===== src/design/sysmon_defines.svh =====
// System monitor constants for widths, battery thresholds, telemetry addresses and version
`ifndef SYSMON_DEFINES_SVH
`define SYSMON_DEFINES_SVH

// ADC sample and averaged voltage
`define SM_ADC_W         14
`define SM_SUM_W         22
`define SM_AVG_LOG2      8        // 256 samples per average

// Battery thresholds, AA cells
`define SM_VOLT_VALID    14'd700  // ~1.8 V, below this no battery
`define SM_VOLT_RED      14'd1071 // ~2.8 V

// Menu button debounce
`define SM_DEBOUNCE_LEN  16

// Telemetry framing
`define SM_SYNC_BYTE     8'h5A
`define SM_ADDR_W        7
`define SM_PAYLOAD_W     14
`define SM_ADDR_VOLT     7'd0
`define SM_ADDR_BUTTONS  7'd2
`define SM_ADDR_VERSION  7'd6

// Reserved 2 bits, minor 6, major 18
`define SM_VERSION       14'h0192

`define SM_NUM_CH        3

`endif


===== src/design/sysmon_pkg.sv =====
// Shared system monitor types for the button word, channel requests and frame descriptor
`default_nettype none

`include "sysmon_defines.svh"

package sysmon_pkg;

    // Button word as sent on the buttons channel, MSB first
    typedef struct packed {
        logic menu_closed;
        logic menu_pressed;   // Inverted menu level
        logic down;
        logic left;
        logic right;
        logic up;
        logic a;
        logic b;
        logic sel;
        logic start;
    } buttons_t;

    // One request bit per kept telemetry channel
    typedef logic [`SM_NUM_CH-1:0] ch_req_t;

    typedef logic [$clog2(`SM_NUM_CH)-1:0] ch_sel_t;

    // Channel indices into ch_req_t
    localparam ch_sel_t CH_VOLT    = 2'd0;
    localparam ch_sel_t CH_BUTTONS = 2'd1;
    localparam ch_sel_t CH_VERSION = 2'd2;

    // What packet_tx needs to build one frame
    typedef struct packed {
        logic [`SM_ADDR_W-1:0]    addr;
        logic [`SM_PAYLOAD_W-1:0] payload;
    } pkt_desc_t;

endpackage

`default_nettype wire


===== src/design/menu_control.sv =====
// Menu control: button synchronizers, menu button debounce and menu open/close toggle
`default_nettype none

`include "sysmon_defines.svh"

module menu_control (
    input  logic                 clk,
    input  logic                 reset,
    input  logic                 btn_menu,   // Pressed = 0
    input  logic                 btn_a,
    input  logic                 btn_b,
    input  logic                 btn_up,
    input  logic                 btn_down,
    input  logic                 btn_left,
    input  logic                 btn_right,
    input  logic                 btn_sel,
    input  logic                 btn_start,
    output sysmon_pkg::buttons_t buttons,
    output logic                 menu_closed
);
    import sysmon_pkg::*;

    localparam int HIST_LEN = `SM_DEBOUNCE_LEN;
    localparam logic [HIST_LEN-1:0] PRESS_PAT   = {1'b1, {(HIST_LEN-1){1'b0}}};
    localparam logic [HIST_LEN-1:0] RELEASE_PAT = ~PRESS_PAT;

    logic [8:0]          btn_raw;
    logic [8:0]          btn_meta;
    logic [8:0]          btn_sync;
    logic [HIST_LEN-1:0] menu_hist;
    logic                menu_armed;   // Clean press seen, no other button yet
    logic                others_high;

    // Menu on bit 8, the rest in buttons_t order
    assign btn_raw = {btn_menu, btn_down, btn_left, btn_right, btn_up,
                      btn_a, btn_b, btn_sel, btn_start};
    assign others_high = |btn_sync[7:0];

    always_ff @(posedge clk or posedge reset) begin
        if (reset) begin
            btn_meta <= 9'h100;   // Menu idles high
            btn_sync <= 9'h100;
        end else begin
            btn_meta <= btn_raw;
            btn_sync <= btn_meta;
        end
    end

    always_ff @(posedge clk or posedge reset) begin
        if (reset) begin
            menu_hist   <= '1;
            menu_armed  <= 1'b0;
            menu_closed <= 1'b1;
        end else begin
            menu_hist <= {menu_hist[HIST_LEN-2:0], btn_sync[8]};
            if (menu_hist == PRESS_PAT) begin
                menu_armed <= 1'b1;
            end else if (menu_hist == RELEASE_PAT && menu_armed && !others_high) begin
                menu_armed  <= 1'b0;
                menu_closed <= ~menu_closed;
            end
            if (others_high) begin
                menu_armed <= 1'b0;   // Chord, not a menu press
            end
        end
    end

    always_comb begin
        buttons.menu_closed  = menu_closed;
        buttons.menu_pressed = ~btn_sync[8];
        buttons.down         = btn_sync[7];
        buttons.left         = btn_sync[6];
        buttons.right        = btn_sync[5];
        buttons.up           = btn_sync[4];
        buttons.a            = btn_sync[3];
        buttons.b            = btn_sync[2];
        buttons.sel          = btn_sync[1];
        buttons.start        = btn_sync[0];
    end

    // Menu state only moves right after a debounced release
    assert property (@(posedge clk) disable iff (reset)
        $changed(menu_closed) |-> $past(menu_hist) == RELEASE_PAT);

endmodule

`default_nettype wire


===== src/design/battery_monitor.sv =====
// Battery monitor: averages ADC samples into a voltage, flags low battery and blinks the red LED
`default_nettype none

`include "sysmon_defines.svh"

module battery_monitor (
    input  logic                clk,
    input  logic                reset,
    input  logic                adc_ready,
    input  logic                second_tick,
    input  logic                charging,
    input  logic [`SM_ADC_W-1:0] adc_value,
    output logic [`SM_ADC_W-1:0] volt,
    output logic                volt_new,
    output logic                low_battery,
    output logic                led_red
);

    localparam int CNT_W = `SM_AVG_LOG2 + 1;
    localparam logic [CNT_W-1:0] WINDOW = CNT_W'(1) << `SM_AVG_LOG2;

    logic [`SM_SUM_W-1:0] volt_sum;
    logic [`SM_SUM_W-1:0] sample_ext;
    logic [CNT_W-1:0]     volt_cnt;
    logic                 avg_full;
    logic                 blink;

    assign sample_ext = {{(`SM_SUM_W-`SM_ADC_W){1'b0}}, adc_value};
    assign avg_full   = volt_cnt[CNT_W-1];   // 256 samples in

    always_ff @(posedge clk or posedge reset) begin
        if (reset) begin
            volt_sum <= '0;
            volt_cnt <= '0;
            volt     <= '0;
            volt_new <= 1'b0;
        end else begin
            volt_new <= 1'b0;
            if (avg_full) begin
                volt     <= volt_sum[`SM_AVG_LOG2 +: `SM_ADC_W];
                volt_new <= 1'b1;
                // Keep a sample landing on the publish cycle
                if (adc_ready) begin
                    volt_sum <= sample_ext;
                    volt_cnt <= CNT_W'(1);
                end else begin
                    volt_sum <= '0;
                    volt_cnt <= '0;
                end
            end else if (adc_ready) begin
                volt_sum <= volt_sum + sample_ext;
                volt_cnt <= volt_cnt + CNT_W'(1);
            end
        end
    end

    always_ff @(posedge clk or posedge reset) begin
        if (reset) begin
            low_battery <= 1'b0;
            blink       <= 1'b0;
        end else begin
            low_battery <= (volt >= `SM_VOLT_VALID) && (volt < `SM_VOLT_RED) && !charging;
            if (second_tick) begin
                blink <= ~blink;
            end
        end
    end

    assign led_red = low_battery & blink;

    // Sample window never runs past 256 samples
    assert property (@(posedge clk) disable iff (reset)
        volt_cnt <= WINDOW);

endmodule

`default_nettype wire


===== src/design/channel_arbiter.sv =====
// Channel arbiter: latches telemetry requests and grants them round-robin, one frame at a time
`default_nettype none

`include "sysmon_defines.svh"

module channel_arbiter (
    input  logic                clk,
    input  logic                reset,
    input  sysmon_pkg::ch_req_t req,
    input  logic                done,
    output logic                start,
    output sysmon_pkg::ch_sel_t sel
);
    import sysmon_pkg::*;

    ch_req_t pending;
    ch_req_t done_mask;
    ch_sel_t pick;
    logic    pick_val;
    logic    busy;   // Frame in flight

    always_comb begin
        done_mask = '0;
        if (done) begin
            done_mask[sel] = 1'b1;
        end
    end

    // Lowest pending index above the last grant; sel holds the last grant
    always_comb begin
        int idx;
        pick     = sel;
        pick_val = 1'b0;
        for (int off = `SM_NUM_CH; off >= 1; off--) begin
            idx = (int'(sel) + off) % `SM_NUM_CH;
            if (pending[idx]) begin
                pick     = ch_sel_t'(idx);
                pick_val = 1'b1;
            end
        end
    end

    always_ff @(posedge clk or posedge reset) begin
        if (reset) begin
            pending <= '0;
            busy    <= 1'b0;
            start   <= 1'b0;
            sel     <= ch_sel_t'(`SM_NUM_CH - 1);   // Channel 0 goes first
        end else begin
            pending <= (pending & ~done_mask) | req;
            start   <= 1'b0;
            if (done) begin
                busy <= 1'b0;
            end else if (!busy && pick_val) begin
                start <= 1'b1;
                sel   <= pick;
                busy  <= 1'b1;
            end
        end
    end

    // Transmitter only reports done for a frame that was granted
    assert property (@(posedge clk) disable iff (reset)
        done |-> busy);

endmodule

`default_nettype wire


===== src/design/packet_tx.sv =====
// Packet transmitter: builds the five-byte frame of a granted channel and paces it on UART busy
`default_nettype none

`include "sysmon_defines.svh"

module packet_tx (
    input  logic                 clk,
    input  logic                 reset,
    input  logic                 start,
    input  sysmon_pkg::ch_sel_t  sel,
    input  logic [`SM_ADC_W-1:0] volt,
    input  sysmon_pkg::buttons_t buttons,
    input  logic                 uart_tx_busy,
    output logic [7:0]           uart_tx_data,
    output logic                 uart_tx_val,
    output logic                 done
);
    import sysmon_pkg::*;

    localparam int FRAME_LEN = 5;   // Sync, address, count, high, low

    pkt_desc_t  desc_in;
    pkt_desc_t  desc;
    logic       active;
    logic       hold;   // Gap cycle so a fresh busy is seen
    logic       send;
    logic [2:0] byte_idx;
    logic [7:0] next_byte;

    always_comb begin
        case (sel)
            CH_VOLT: begin
                desc_in.addr    = `SM_ADDR_VOLT;
                desc_in.payload = volt;
            end
            CH_BUTTONS: begin
                desc_in.addr    = `SM_ADDR_BUTTONS;
                desc_in.payload = {{(`SM_PAYLOAD_W-$bits(buttons_t)){1'b0}}, buttons};
            end
            default: begin
                desc_in.addr    = `SM_ADDR_VERSION;
                desc_in.payload = `SM_VERSION;
            end
        endcase
    end

    // Payload frozen for the whole frame
    always_ff @(posedge clk) begin
        if (start) begin
            desc <= desc_in;
        end
    end

    always_comb begin
        case (byte_idx)
            3'd0:    next_byte = `SM_SYNC_BYTE;
            3'd1:    next_byte = {1'b0, desc.addr};
            3'd2:    next_byte = 8'd2;   // Payload byte count
            3'd3:    next_byte = {2'b00, desc.payload[`SM_PAYLOAD_W-1:8]};
            default: next_byte = desc.payload[7:0];
        endcase
    end

    assign send = active && !hold && !uart_tx_busy;

    always_ff @(posedge clk) begin
        if (send) begin
            uart_tx_data <= next_byte;
        end
    end

    always_ff @(posedge clk or posedge reset) begin
        if (reset) begin
            active      <= 1'b0;
            hold        <= 1'b0;
            byte_idx    <= '0;
            uart_tx_val <= 1'b0;
            done        <= 1'b0;
        end else begin
            uart_tx_val <= 1'b0;
            done        <= 1'b0;
            hold        <= 1'b0;
            if (start) begin
                active   <= 1'b1;
                byte_idx <= '0;
            end else if (send) begin
                uart_tx_val <= 1'b1;
                hold        <= 1'b1;
                if (byte_idx == 3'(FRAME_LEN - 1)) begin
                    done   <= 1'b1;   // Lines up with the last byte
                    active <= 1'b0;
                end else begin
                    byte_idx <= byte_idx + 3'd1;
                end
            end
        end
    end

    // The UART must be idle whenever a byte is handed over
    assert property (@(posedge clk) disable iff (reset)
        uart_tx_val |-> !uart_tx_busy);

endmodule

`default_nettype wire


===== src/design/system_monitor.sv =====
// System monitor top: menu and battery producers feeding the telemetry arbiter and UART framer
`default_nettype none

`include "sysmon_defines.svh"

module system_monitor (
    input  logic                 clk,
    input  logic                 reset,
    input  logic                 btn_menu,   // Pressed = 0
    input  logic                 btn_a,
    input  logic                 btn_b,
    input  logic                 btn_up,
    input  logic                 btn_down,
    input  logic                 btn_left,
    input  logic                 btn_right,
    input  logic                 btn_sel,
    input  logic                 btn_start,
    input  logic                 adc_ready,
    input  logic [`SM_ADC_W-1:0] adc_value,
    input  logic                 charging,
    input  logic                 second_tick,
    input  logic                 uart_tx_busy,
    output logic                 menu_closed,
    output logic                 low_battery,
    output logic                 led_red,
    output logic [7:0]           uart_tx_data,
    output logic                 uart_tx_val
);
    import sysmon_pkg::*;

    buttons_t             buttons;
    logic [`SM_ADC_W-1:0] volt;
    logic                 volt_new;
    ch_req_t              req;
    logic                 tx_start;
    ch_sel_t              tx_sel;
    logic                 tx_done;

    // Telemetry only streams while the menu is open
    always_comb begin
        req             = '0;
        req[CH_VOLT]    = ~menu_closed & volt_new;
        req[CH_BUTTONS] = ~menu_closed;
        req[CH_VERSION] = ~menu_closed;
    end

    menu_control menu_control_inst (
        .clk         (clk),
        .reset       (reset),
        .btn_menu    (btn_menu),
        .btn_a       (btn_a),
        .btn_b       (btn_b),
        .btn_up      (btn_up),
        .btn_down    (btn_down),
        .btn_left    (btn_left),
        .btn_right   (btn_right),
        .btn_sel     (btn_sel),
        .btn_start   (btn_start),
        .buttons     (buttons),
        .menu_closed (menu_closed)
    );

    battery_monitor battery_monitor_inst (
        .clk         (clk),
        .reset       (reset),
        .adc_ready   (adc_ready),
        .second_tick (second_tick),
        .charging    (charging),
        .adc_value   (adc_value),
        .volt        (volt),
        .volt_new    (volt_new),
        .low_battery (low_battery),
        .led_red     (led_red)
    );

    channel_arbiter channel_arbiter_inst (
        .clk   (clk),
        .reset (reset),
        .req   (req),
        .done  (tx_done),
        .start (tx_start),
        .sel   (tx_sel)
    );

    packet_tx packet_tx_inst (
        .clk          (clk),
        .reset        (reset),
        .start        (tx_start),
        .sel          (tx_sel),
        .volt         (volt),
        .buttons      (buttons),
        .uart_tx_busy (uart_tx_busy),
        .uart_tx_data (uart_tx_data),
        .uart_tx_val  (uart_tx_val),
        .done         (tx_done)
    );

endmodule

`default_nettype wire


===== config.mk =====
export PLATFORM = sky130hd
export DESIGN_NAME = system_monitor
export DESIGN_NICKNAME = d
export VERILOG_FILES = /design/src/design/sysmon_pkg.sv /design/src/design/menu_control.sv /design/src/design/battery_monitor.sv /design/src/design/channel_arbiter.sv /design/src/design/packet_tx.sv /design/src/design/system_monitor.sv
export VERILOG_INCLUDE_DIRS = /design/src /design/src/design
export SDC_FILE = /design/constraint.sdc
export NUM_CORES = 1
export LEC_CHECK = 0
export ABC_AREA = 1
export BUFFER_PORTS_ARGS = -buffer_cell sky130_fd_sc_hd__buf_2
export CELL_PAD_IN_SITES_DETAIL_PLACEMENT = 0
export CELL_PAD_IN_SITES_GLOBAL_PLACEMENT = 1
export CORE_ASPECT_RATIO = 1.5
export CORE_MARGIN = 1
export CORE_UTILIZATION = 32
export CTS_CLUSTER_SIZE = 16
export DETAILED_ROUTE_END_ITERATION = 10
export GPL_TIMING_DRIVEN = 1
export HOLD_SLACK_MARGIN = 0.12
export PLACE_DENSITY = 0.65
export SETUP_SLACK_MARGIN = 0.2
export SYNTH_ARGS = -nofsm -noshare
export SYNTH_HDL_FRONTEND = slang
export SYNTH_SLANG_ARGS = --single-unit

===== constraint.sdc =====
create_clock -name clk -period 3.6 [get_ports clk]
set_clock_uncertainty 0.05 [all_clocks]
set_input_delay 0.36 -clock clk [delete_from_list [all_inputs] [get_ports clk]]
set_output_delay 0.36 -clock clk [all_outputs]
set_load 0.05 [all_outputs]

==> metrics.txt, run 1 <==
Core Footprint 17500 um2; Tmin final 1.99 ns; cts repair resizes 0; drt via density 4.80; Slew headroom 45.7%; Synth Area per Inst 9.03 um2; CTS tree built; IR drop worst, VDD 339 uV; first-pass GRT wire length 22300 um; Clock Latency Late Sink 0.42 ns; grt total ovfl 0; Final setup viols 0; register area share after synthesis 55.0%; commonest cells after routing, fill and taps aside nand2_1 (149), inv_1 (80), dfrtp_1 (77), nor2_1 (51), o21ai_0 (46); Detail Placement HPWL 9850 um; Layout area overhead 20.4%; share of post-route cells with drive strength above 1 16.3%; Initial Util 33.0%; maxcap violations 0; IO Count 41; drt first-iter violations 165; RSZ-0062 raised after global routing no; CTS Buf Count 17; worst setup margin 1.61 ns; status complete, but fails checks; Crit. End Element flop; WP data required 3.86 ns; Max Clk Rate 0.501 GHz; vias in the first global route 4646; Yosys reg bits 121; Leak 3.26 nW; Worst-path clk slew 0.06 ns; worst r2r path cells 10; violated checks design-rule violations; switching share of power 38.9%; worst hold start adc_value[0]; total wire length 13300 um; DRT antenna net count 0; Port Buf Inserts 40; worst hold endpoint battery_monitor_inst.volt_sum[0]; GRT Util Overall 15.4%; Synth async-reset ratio 80.2%; Primary FF master, synth dfrtp_1; critical path arrival 2.25 ns; worst-path maximum fanout 6; Post-synth EDFFs 24; initial antenna violation count 0; Place WS 1.57 ns; CP Class in -> reg; Setup TNS Final 0 ns; CTS H-tree depth 4; Mapped Area 5770 um2; Slew @ Worst Pin 0.814 ns; post-route cell area 6950 um2; Site Rows 59; gpl congestion 0.824; worst reg2reg endpoint channel_arbiter_inst.sel[1]; hold crit path type in -> reg; Worst R2R Setup Slack 1.65 ns; pwr/cell area 810 nW/um2; Ys Warns 0; commonest non-fill, non-tap cell in the layout nand2_1; TritonRoute pass-1 iters 8; Final nets 760; Netlist cell types 45; post-route clock period utilization 55.4%; Synth Net Count 694; clock share of power 30.0%; Vias 4470; detailed-route wire length per cell 14.3 um; combinational fraction of design power 34.0%; Num Clock Sinks 121; full die area 18600 um2; Max Slew Vio Count 0; startpoint types input pin; placed cell area 6220 um2; P_sw 2.19 mW; gate count of the mapped netlist 639; Internal 3.44 mW; clk buf depth 2; Final Hold Fails 0; # DRC 3; clk root buf clkbuf_16; worst hold stages 3; R2R Path Start channel_arbiter_inst.sel[1]; die height 167 um; antenna fix cells 0; largest net degree at the start of global routing 60; Die Width 112 um; Flop pwr share 36.1%
[layer usage]
metal / track usage (%) / wire length (um) / vias to the layer above
met1: 16.4 / 5420 / 2089
met4: 8.28 / 447 / 0
met2: 28.0 / 6990 / 93
met3: 3.68 / 425 / 33
met5: 0 / 0 / -
li1: - / - / 2255
[power groups by stage]
stage,registers [mW],clock network [mW],logic (mW)
final,2.03,1.69,1.91
after global routing,2.07,1.78,2.18
after CTS,2.03,1.72,1.92
after detailed placement,2.05,0,1.90
after global placement,2.04,0,1.88
after floorplan,2.13,0,1.32
[worst max-delay path, stage by stage]
cell and delay [ns]:
dlygate4sd3_1 0.53, buf_2 0.13, ha_1 0.38, nand2_2 0.12, nor2_4 0.12, nand3_1 0.12, nand3_2 0.12, nand2_1 0.07
nand2_2 0.09, nand3_1 0.07, nand2_1 0.08, nor2_1 0.05
[registers in the layout, summed over array words and instances, names as in the netlist, 2 cells and up]
register	count
battery_monitor_inst.volt_sum	22
menu_control_inst.menu_hist	16
packet_tx_inst.desc	16
battery_monitor_inst.volt	14
battery_monitor_inst.volt_cnt	9
menu_control_inst.btn_meta	9
menu_control_inst.btn_sync	9
packet_tx_inst.uart_tx_data	8
channel_arbiter_inst.pending	3
packet_tx_inst.byte_idx	3
channel_arbiter_inst.sel	2
[cells in the mapped netlist (2+ instances only)]
cell | n | share of area, %
a21oi_2 | 2 | 0.30
buf_2 | 2 | 0.17
nand4_1 | 8 | 0.87
dfrtp_1 | 77 | 33
o21ai_0 | 46 | 4.0
o21ai_2 | 2 | 0.30
o21ai_1 | 3 | 0.26
nor3_1 | 13 | 1.1
nand3b_1 | 2 | 0.26
dfstp_2 | 20 | 9.1
a22o_1 | 6 | 0.91
nor4_1 | 6 | 0.65
o22ai_1 | 4 | 0.43
inv_1 | 81 | 5.3
nor2_1 | 51 | 3.3
nand2_2 | 9 | 0.98
edfxtp_1 | 24 | 12
buf_4 | 2 | 0.26
a21oi_1 | 36 | 3.1
nand3_1 | 37 | 3.2
o21bai_1 | 2 | 0.26
nand2_1 | 149 | 9.7
o211ai_1 | 4 | 0.52
ha_1 | 25 | 5.4
o2111ai_1 | 2 | 0.30
clkbuf_1 | 6 | 0.39
a31oi_1 | 2 | 0.22
[worst max path at each step]
stage                                startpoint                                 to  depth (start not counted)
3_3_place_gp                       adc_value[0]  battery_monitor_inst.volt_sum[20]                         11
4_1_cts                            adc_value[7]  battery_monitor_inst.volt_sum[17]                         12
6_report                           adc_value[7]  battery_monitor_inst.volt_sum[17]                         12
2_1_floorplan                             reset         battery_monitor_inst.blink                          1
5_1_grt        battery_monitor_inst.volt_cnt[8]  battery_monitor_inst.volt_sum[13]                          5
3_5_place_dp                       adc_value[0]  battery_monitor_inst.volt_sum[18]                         11
[area by class of cell]
type	count	area, um2
fillers	1752	10500
flip-flops and latches	121	3170
multi-input cells	425	2230
clock buffers	20	500
repair buffers	58	368
inverters	82	310
well taps	213	267
clock inverters	12	98.8
[cells by family (layout without fill, tap and decap cells)]
| family | after synthesis | count (layout) | synth area share [%] |
|---|---|---|---|
| compound gates | 112 | 112 | 11.0 |
| xor+xnor | 2 | 2 | 0.303 |
| fa+ha+maj | 26 | 26 | 5.77 |
| buf+inv | 93 | 172 | 6.35 |
| flops | 121 | 121 | 55.0 |
| simple gates | 285 | 285 | 21.6 |
[through the flow]
step                std cells  power (mW)  hold slack, ns  util (%)
finish                    931        5.63           0.140      39.7
global route              931        6.03           0.151      39.7
CTS                       931        5.67           0.124      39.7
detailed placement        886        3.95           0.288      35.6
global placement          886        3.92           0.284      35.6
floorplan                 639        3.45           0.281         -
[timing repair]
action / in CTS / in global routing
endpoints found under the hold margin: 66 / 0
buffers inserted: 0 / 0
hold buffers: 13 / 0
Note: power is estimated with default switching activity, not from simulation.
==> run 2, diff against run 1 <==
--- a/config.mk
+++ b/config.mk
@@ -6,7 +6,7 @@
 export SDC_FILE = /design/constraint.sdc
 export NUM_CORES = 1
 export LEC_CHECK = 0
-export ABC_AREA = 1
+export ABC_AREA = 0
 export BUFFER_PORTS_ARGS = -buffer_cell sky130_fd_sc_hd__buf_2
 export CELL_PAD_IN_SITES_DETAIL_PLACEMENT = 0
 export CELL_PAD_IN_SITES_GLOBAL_PLACEMENT = 1
==> constraint.sdc (replaced) <==
create_clock -name clk -period 1.77 [get_ports clk]
set_clock_uncertainty 0.05 [all_clocks]
set_input_delay 0.177 -clock clk [delete_from_list [all_inputs] [get_ports clk]]
set_output_delay 0.177 -clock clk [all_outputs]
set_load 0.05 [all_outputs]
==> run 2 against run 1 <==
Effect of this change:
- the run ends with negative setup slack left
- cell count fell by 5.2%
- die area fell by 2.4%
- setup slack got worse by 2.1 ns
- clock power rose by 91%
- total power rose by 150%
- worst hold slack improved by 0.031 ns
- core utilization rose by 8.3 points
- flip-flop and latch count did not move
- count of clock-buffer cells in the layout fell by 1
- sequential share of layout area fell by 7.4 points
- first-iteration DRC count fell by 39%
- non-clock buffer count rose by 108
==> metrics.txt, run 2 <==
status complete, but fails checks; violated checks negative setup slack; Tmin final 2.24 ns; CP Class reg -> reg; Core Util, Final 48.1% (+8.3 points); Num Clock Sinks 121 (unchanged); Flop pwr share 28.3% (-7.8 points); CTS Buf Count 17 (unchanged); Place WS -0.528 ns (-2.10 ns); GRT Util Overall 17.0% (+1.5 points); share of post-route cells with drive strength above 1 44.5% (+28 points); Core Footprint 17300 um2 (-1.3%); post-synthesis simple-gate area fraction 13.2% (-8.4 points); gpl congestion 0.823 (-0.12%); grt total ovfl 0 (unchanged); CTS H-tree depth 4 (unchanged); Setup TNS Final -7.71 ns (-7.71 ns); Initial Util 32.6% (-0.38 points); mux share of post-synthesis cell area 5.69% (+5.7 points); Crit. End Element flop; worst setup margin -0.474 ns (-2.08 ns); Leak 3.52 nW (+8.0%); WP data required 2.02 ns (-1.84 ns); detailed-route wire length per cell 15.9 um (+11%); CTS tree built; DRT antenna net count 0 (unchanged); total wire length 14000 um (+5.7%); Final nets 712 (-6.3%); largest family of logic cells by synthesized area simple AND/OR/NAND/NOR gates; biggest regs battery_monitor_inst.volt_sum: 22 flops, menu_control_inst.menu_hist: 16 flops, packet_tx_inst.desc: 16 flops; Final setup viols 36 (+36); Slew headroom 67.0% (+21 points); Max Slew Vio Count 0 (unchanged); P_sw 5.05 mW (+130%); Internal 8.99 mW (+160%); critical path arrival 2.50 ns (+0.25 ns); Netlist cell types 58 (+29%); largest net degree at the start of global routing 53 (-12%); Synth Net Count 543 (-22%); most numerous cell in the Yosys netlist dfrtp_1; clk buf depth 2 (unchanged); vias in the first global route 4789 (+3.1%); Yosys top cell by area dfrtp_1; Fin Hold WS 0.171 ns (+0.0313 ns); antenna fix cells 0 (unchanged); die height 165 um (-1.2%); Mapped Area 5630 um2 (-2.4%); hold crit path type in -> reg; Biggest register battery_monitor_inst.volt_sum; clk root buf clkbuf_16; slowest stage delay, CP 0.40 ns (-0.13 ns); commonest non-fill, non-tap cell in the layout dfrtp_1; worst r2r path cells 8 (-2); switching share of power 35.9% (-3.0 points); Ys Warns 0 (unchanged); startpoint types flop; Detail Placement HPWL 9580 um (-2.7%); Synth top area share 34.2% (+0.82 points); register area share after synthesis 56.3% (+1.4 points); Layout area overhead 47.4%; fillers 1602 (-8.6%); combinational fraction of design power 48.8% (+15 points); Worst-path clk slew 0.06 ns (about the same); # DRC 0 (-3); Post-synth EDFFs 24 (unchanged); drt via density 4.99 (+3.9%); worst hold stages 4 (+1); commonest cells after routing, fill and taps aside dfrtp_1 (75), buf_4 (73), buf_2 (39), nand2_1 (38); Primary FF master, synth dfrtp_1; Slew @ Worst Pin 0.492 ns (-0.322 ns); complex-gate fraction of the synthesized area 12.8% (+1.8 points); RSZ-0062 raised after global routing yes; CP max stage cell dfrtp_1; IO Count 41 (unchanged); maxcap violations 0 (unchanged); post-route clock period utilization 127%; final non-filler cell total 883 (-5.2%); CP Cell Sequence ha_4, fa_2, a211oi_2, nor4b_2, nor2_2, o21bai_4, o211ai_1, mux2_2; Inst Count DP 798 (-9.9%); Final Hold Fails 0 (unchanged); TritonRoute pass-1 iters 5 (-3); full die area 18200 um2 (-2.4%); first-pass GRT wire length 22900 um (+3.1%); Die Width 110 um (-1.2%); Post-Synth Adder-Cell Area 6.08% (+0.32 points); initial antenna violation count 0 (unchanged); Site Rows 59 (unchanged); Synth area leaders dfrtp_1 (34%), edfxtp_1 (13%), dfstp_2 (9.3%); Synth Area per Inst 11.5 um2 (+28%); Max Clk Rate 0.446 GHz; Synth async-reset ratio 80.2% (unchanged); max FFs per register 22 (unchanged); pwr/cell area 1690 nW/um2 (+110%); worst-path maximum fanout 3 (-3); XOR/XNOR Fraction of Synth Area 3.73% (+3.4 points); gate count of the mapped netlist 488 (-24%); IR drop worst, VDD 791 uV (+130%); Vias 4406 (-1.4%); clock share of power 22.9% (-7.1 points); Clock Latency Late Sink 0.42 ns (about the same); Yosys reg bits 121 (unchanged); Port Buf Inserts 40 (unchanged); drt first-iter violations 101 (-39%); Synth top cells by count dfrtp_1 (77), nand2_1 (43), a21oi_1 (35), o21ai_0 (34), nor2_1 (29)
==> run 2: changes by cell type after synthesis, moves of 7 or more <==
cell / delta
nor3_1: -9
mux2_2: +16
and2_1: +8
nor2b_1: +7
nand2_1: -106
nand2_2: -9
xnor2_1: +15
nand3_1: -32
nor2_1: -22
nor3b_1: +7
xor2_1: +7
inv_1: -66
mux2i_1: +11
o21ai_0: -12
==> run 2: worst paths after layout <==
check	startpoint	to	slack [ns]
min in group asynchronous	reset	battery_monitor_inst.volt[1]	0.35
max in group asynchronous	reset	channel_arbiter_inst.sel[1]	1.00
min	adc_value[0]	battery_monitor_inst.volt_sum[0]	0.17
min reg2reg	menu_control_inst.btn_meta[2]	menu_control_inst.btn_sync[2]	0.29
max reg2reg	battery_monitor_inst.volt_sum[0]	battery_monitor_inst.volt_sum[14]	-0.47
max	battery_monitor_inst.volt_sum[0]	battery_monitor_inst.volt_sum[14]	-0.47
==> run 2: repair_timing <==
item,4_1_cts,5_1_grt
setup buffers,19,7
endpoints found under the setup margin,49,52
hold endpoints to repair,124,0
pin swaps,50,26
hold buffers,27,0
gates resized for setup,87,40
gates cloned,0,0
==> run 2: power by group through the flow <==
stage / combinational, mW / clock, mW / sequential [mW]
floorplan: 2.97 / 0 / 4.19
global placement: 4.98 / 0 / 3.95
detailed placement: 5.09 / 0 / 3.97
CTS: 6.35 / 3.29 / 3.96
global route: 7.43 / 3.42 / 4.04
finish: 6.85 / 3.22 / 3.97
==> run 2: kinds of logic (layout without fill, tap and decap cells) <==
logic type               count (synthesis)  after routing
AO/OA/AOI/OAI                          113            113
XOR/XNOR                                24             24
adder cells (fa/ha/maj)                 27             27
buffers and inverters                   31            213
flip-flops                             121            121
multiplexers                            29             29
AND/OR/NAND/NOR                        143            143
==> run 2: stage by stage <==
step | total power [mW] | cell area, um2
after CTS | 13.6 | 8080
after detailed placement | 9.06 | 6770
final | 14.0 | 8300
after floorplan | 7.17 | 5800
after global routing | 14.9 | 8300
after global placement | 8.92 | 6770
==> run 2: final cells by class <==
type / instances / area (um2) / area share, %
Clock inverter: 13 / 90.1 / 1.08
Inverter: 15 / 68.8 / 0.829
Tap cell: 213 / 267 / 3.21
Multi-Input combinational cell: 336 / 2900 / 35.0
Timing Repair Buffer: 166 / 1340 / 16.1
Clock buffer: 19 / 464 / 5.59
Sequential cell: 121 / 3180 / 38.2
==> run 2: metal layers <==
metal  wire length, um  vias up  track usage (%)
met1              5200     2187             16.8
met3               366       32             3.95
li1                  -     2111                -
met2              7950       76             31.8
met4               512        0             9.15
met5                 0        -                0
==> run 2: worst max-delay path, delay by kind of cell, from the launching register on <==
| family | cells | cell delay [ns] |
|---|---|---|
| mux | 1 | 0.35 |
| flops | 1 | 0.40 |
| simple gates | 2 | 0.28 |
| compound gates | 3 | 0.50 |
| fa+ha+maj | 2 | 0.53 |
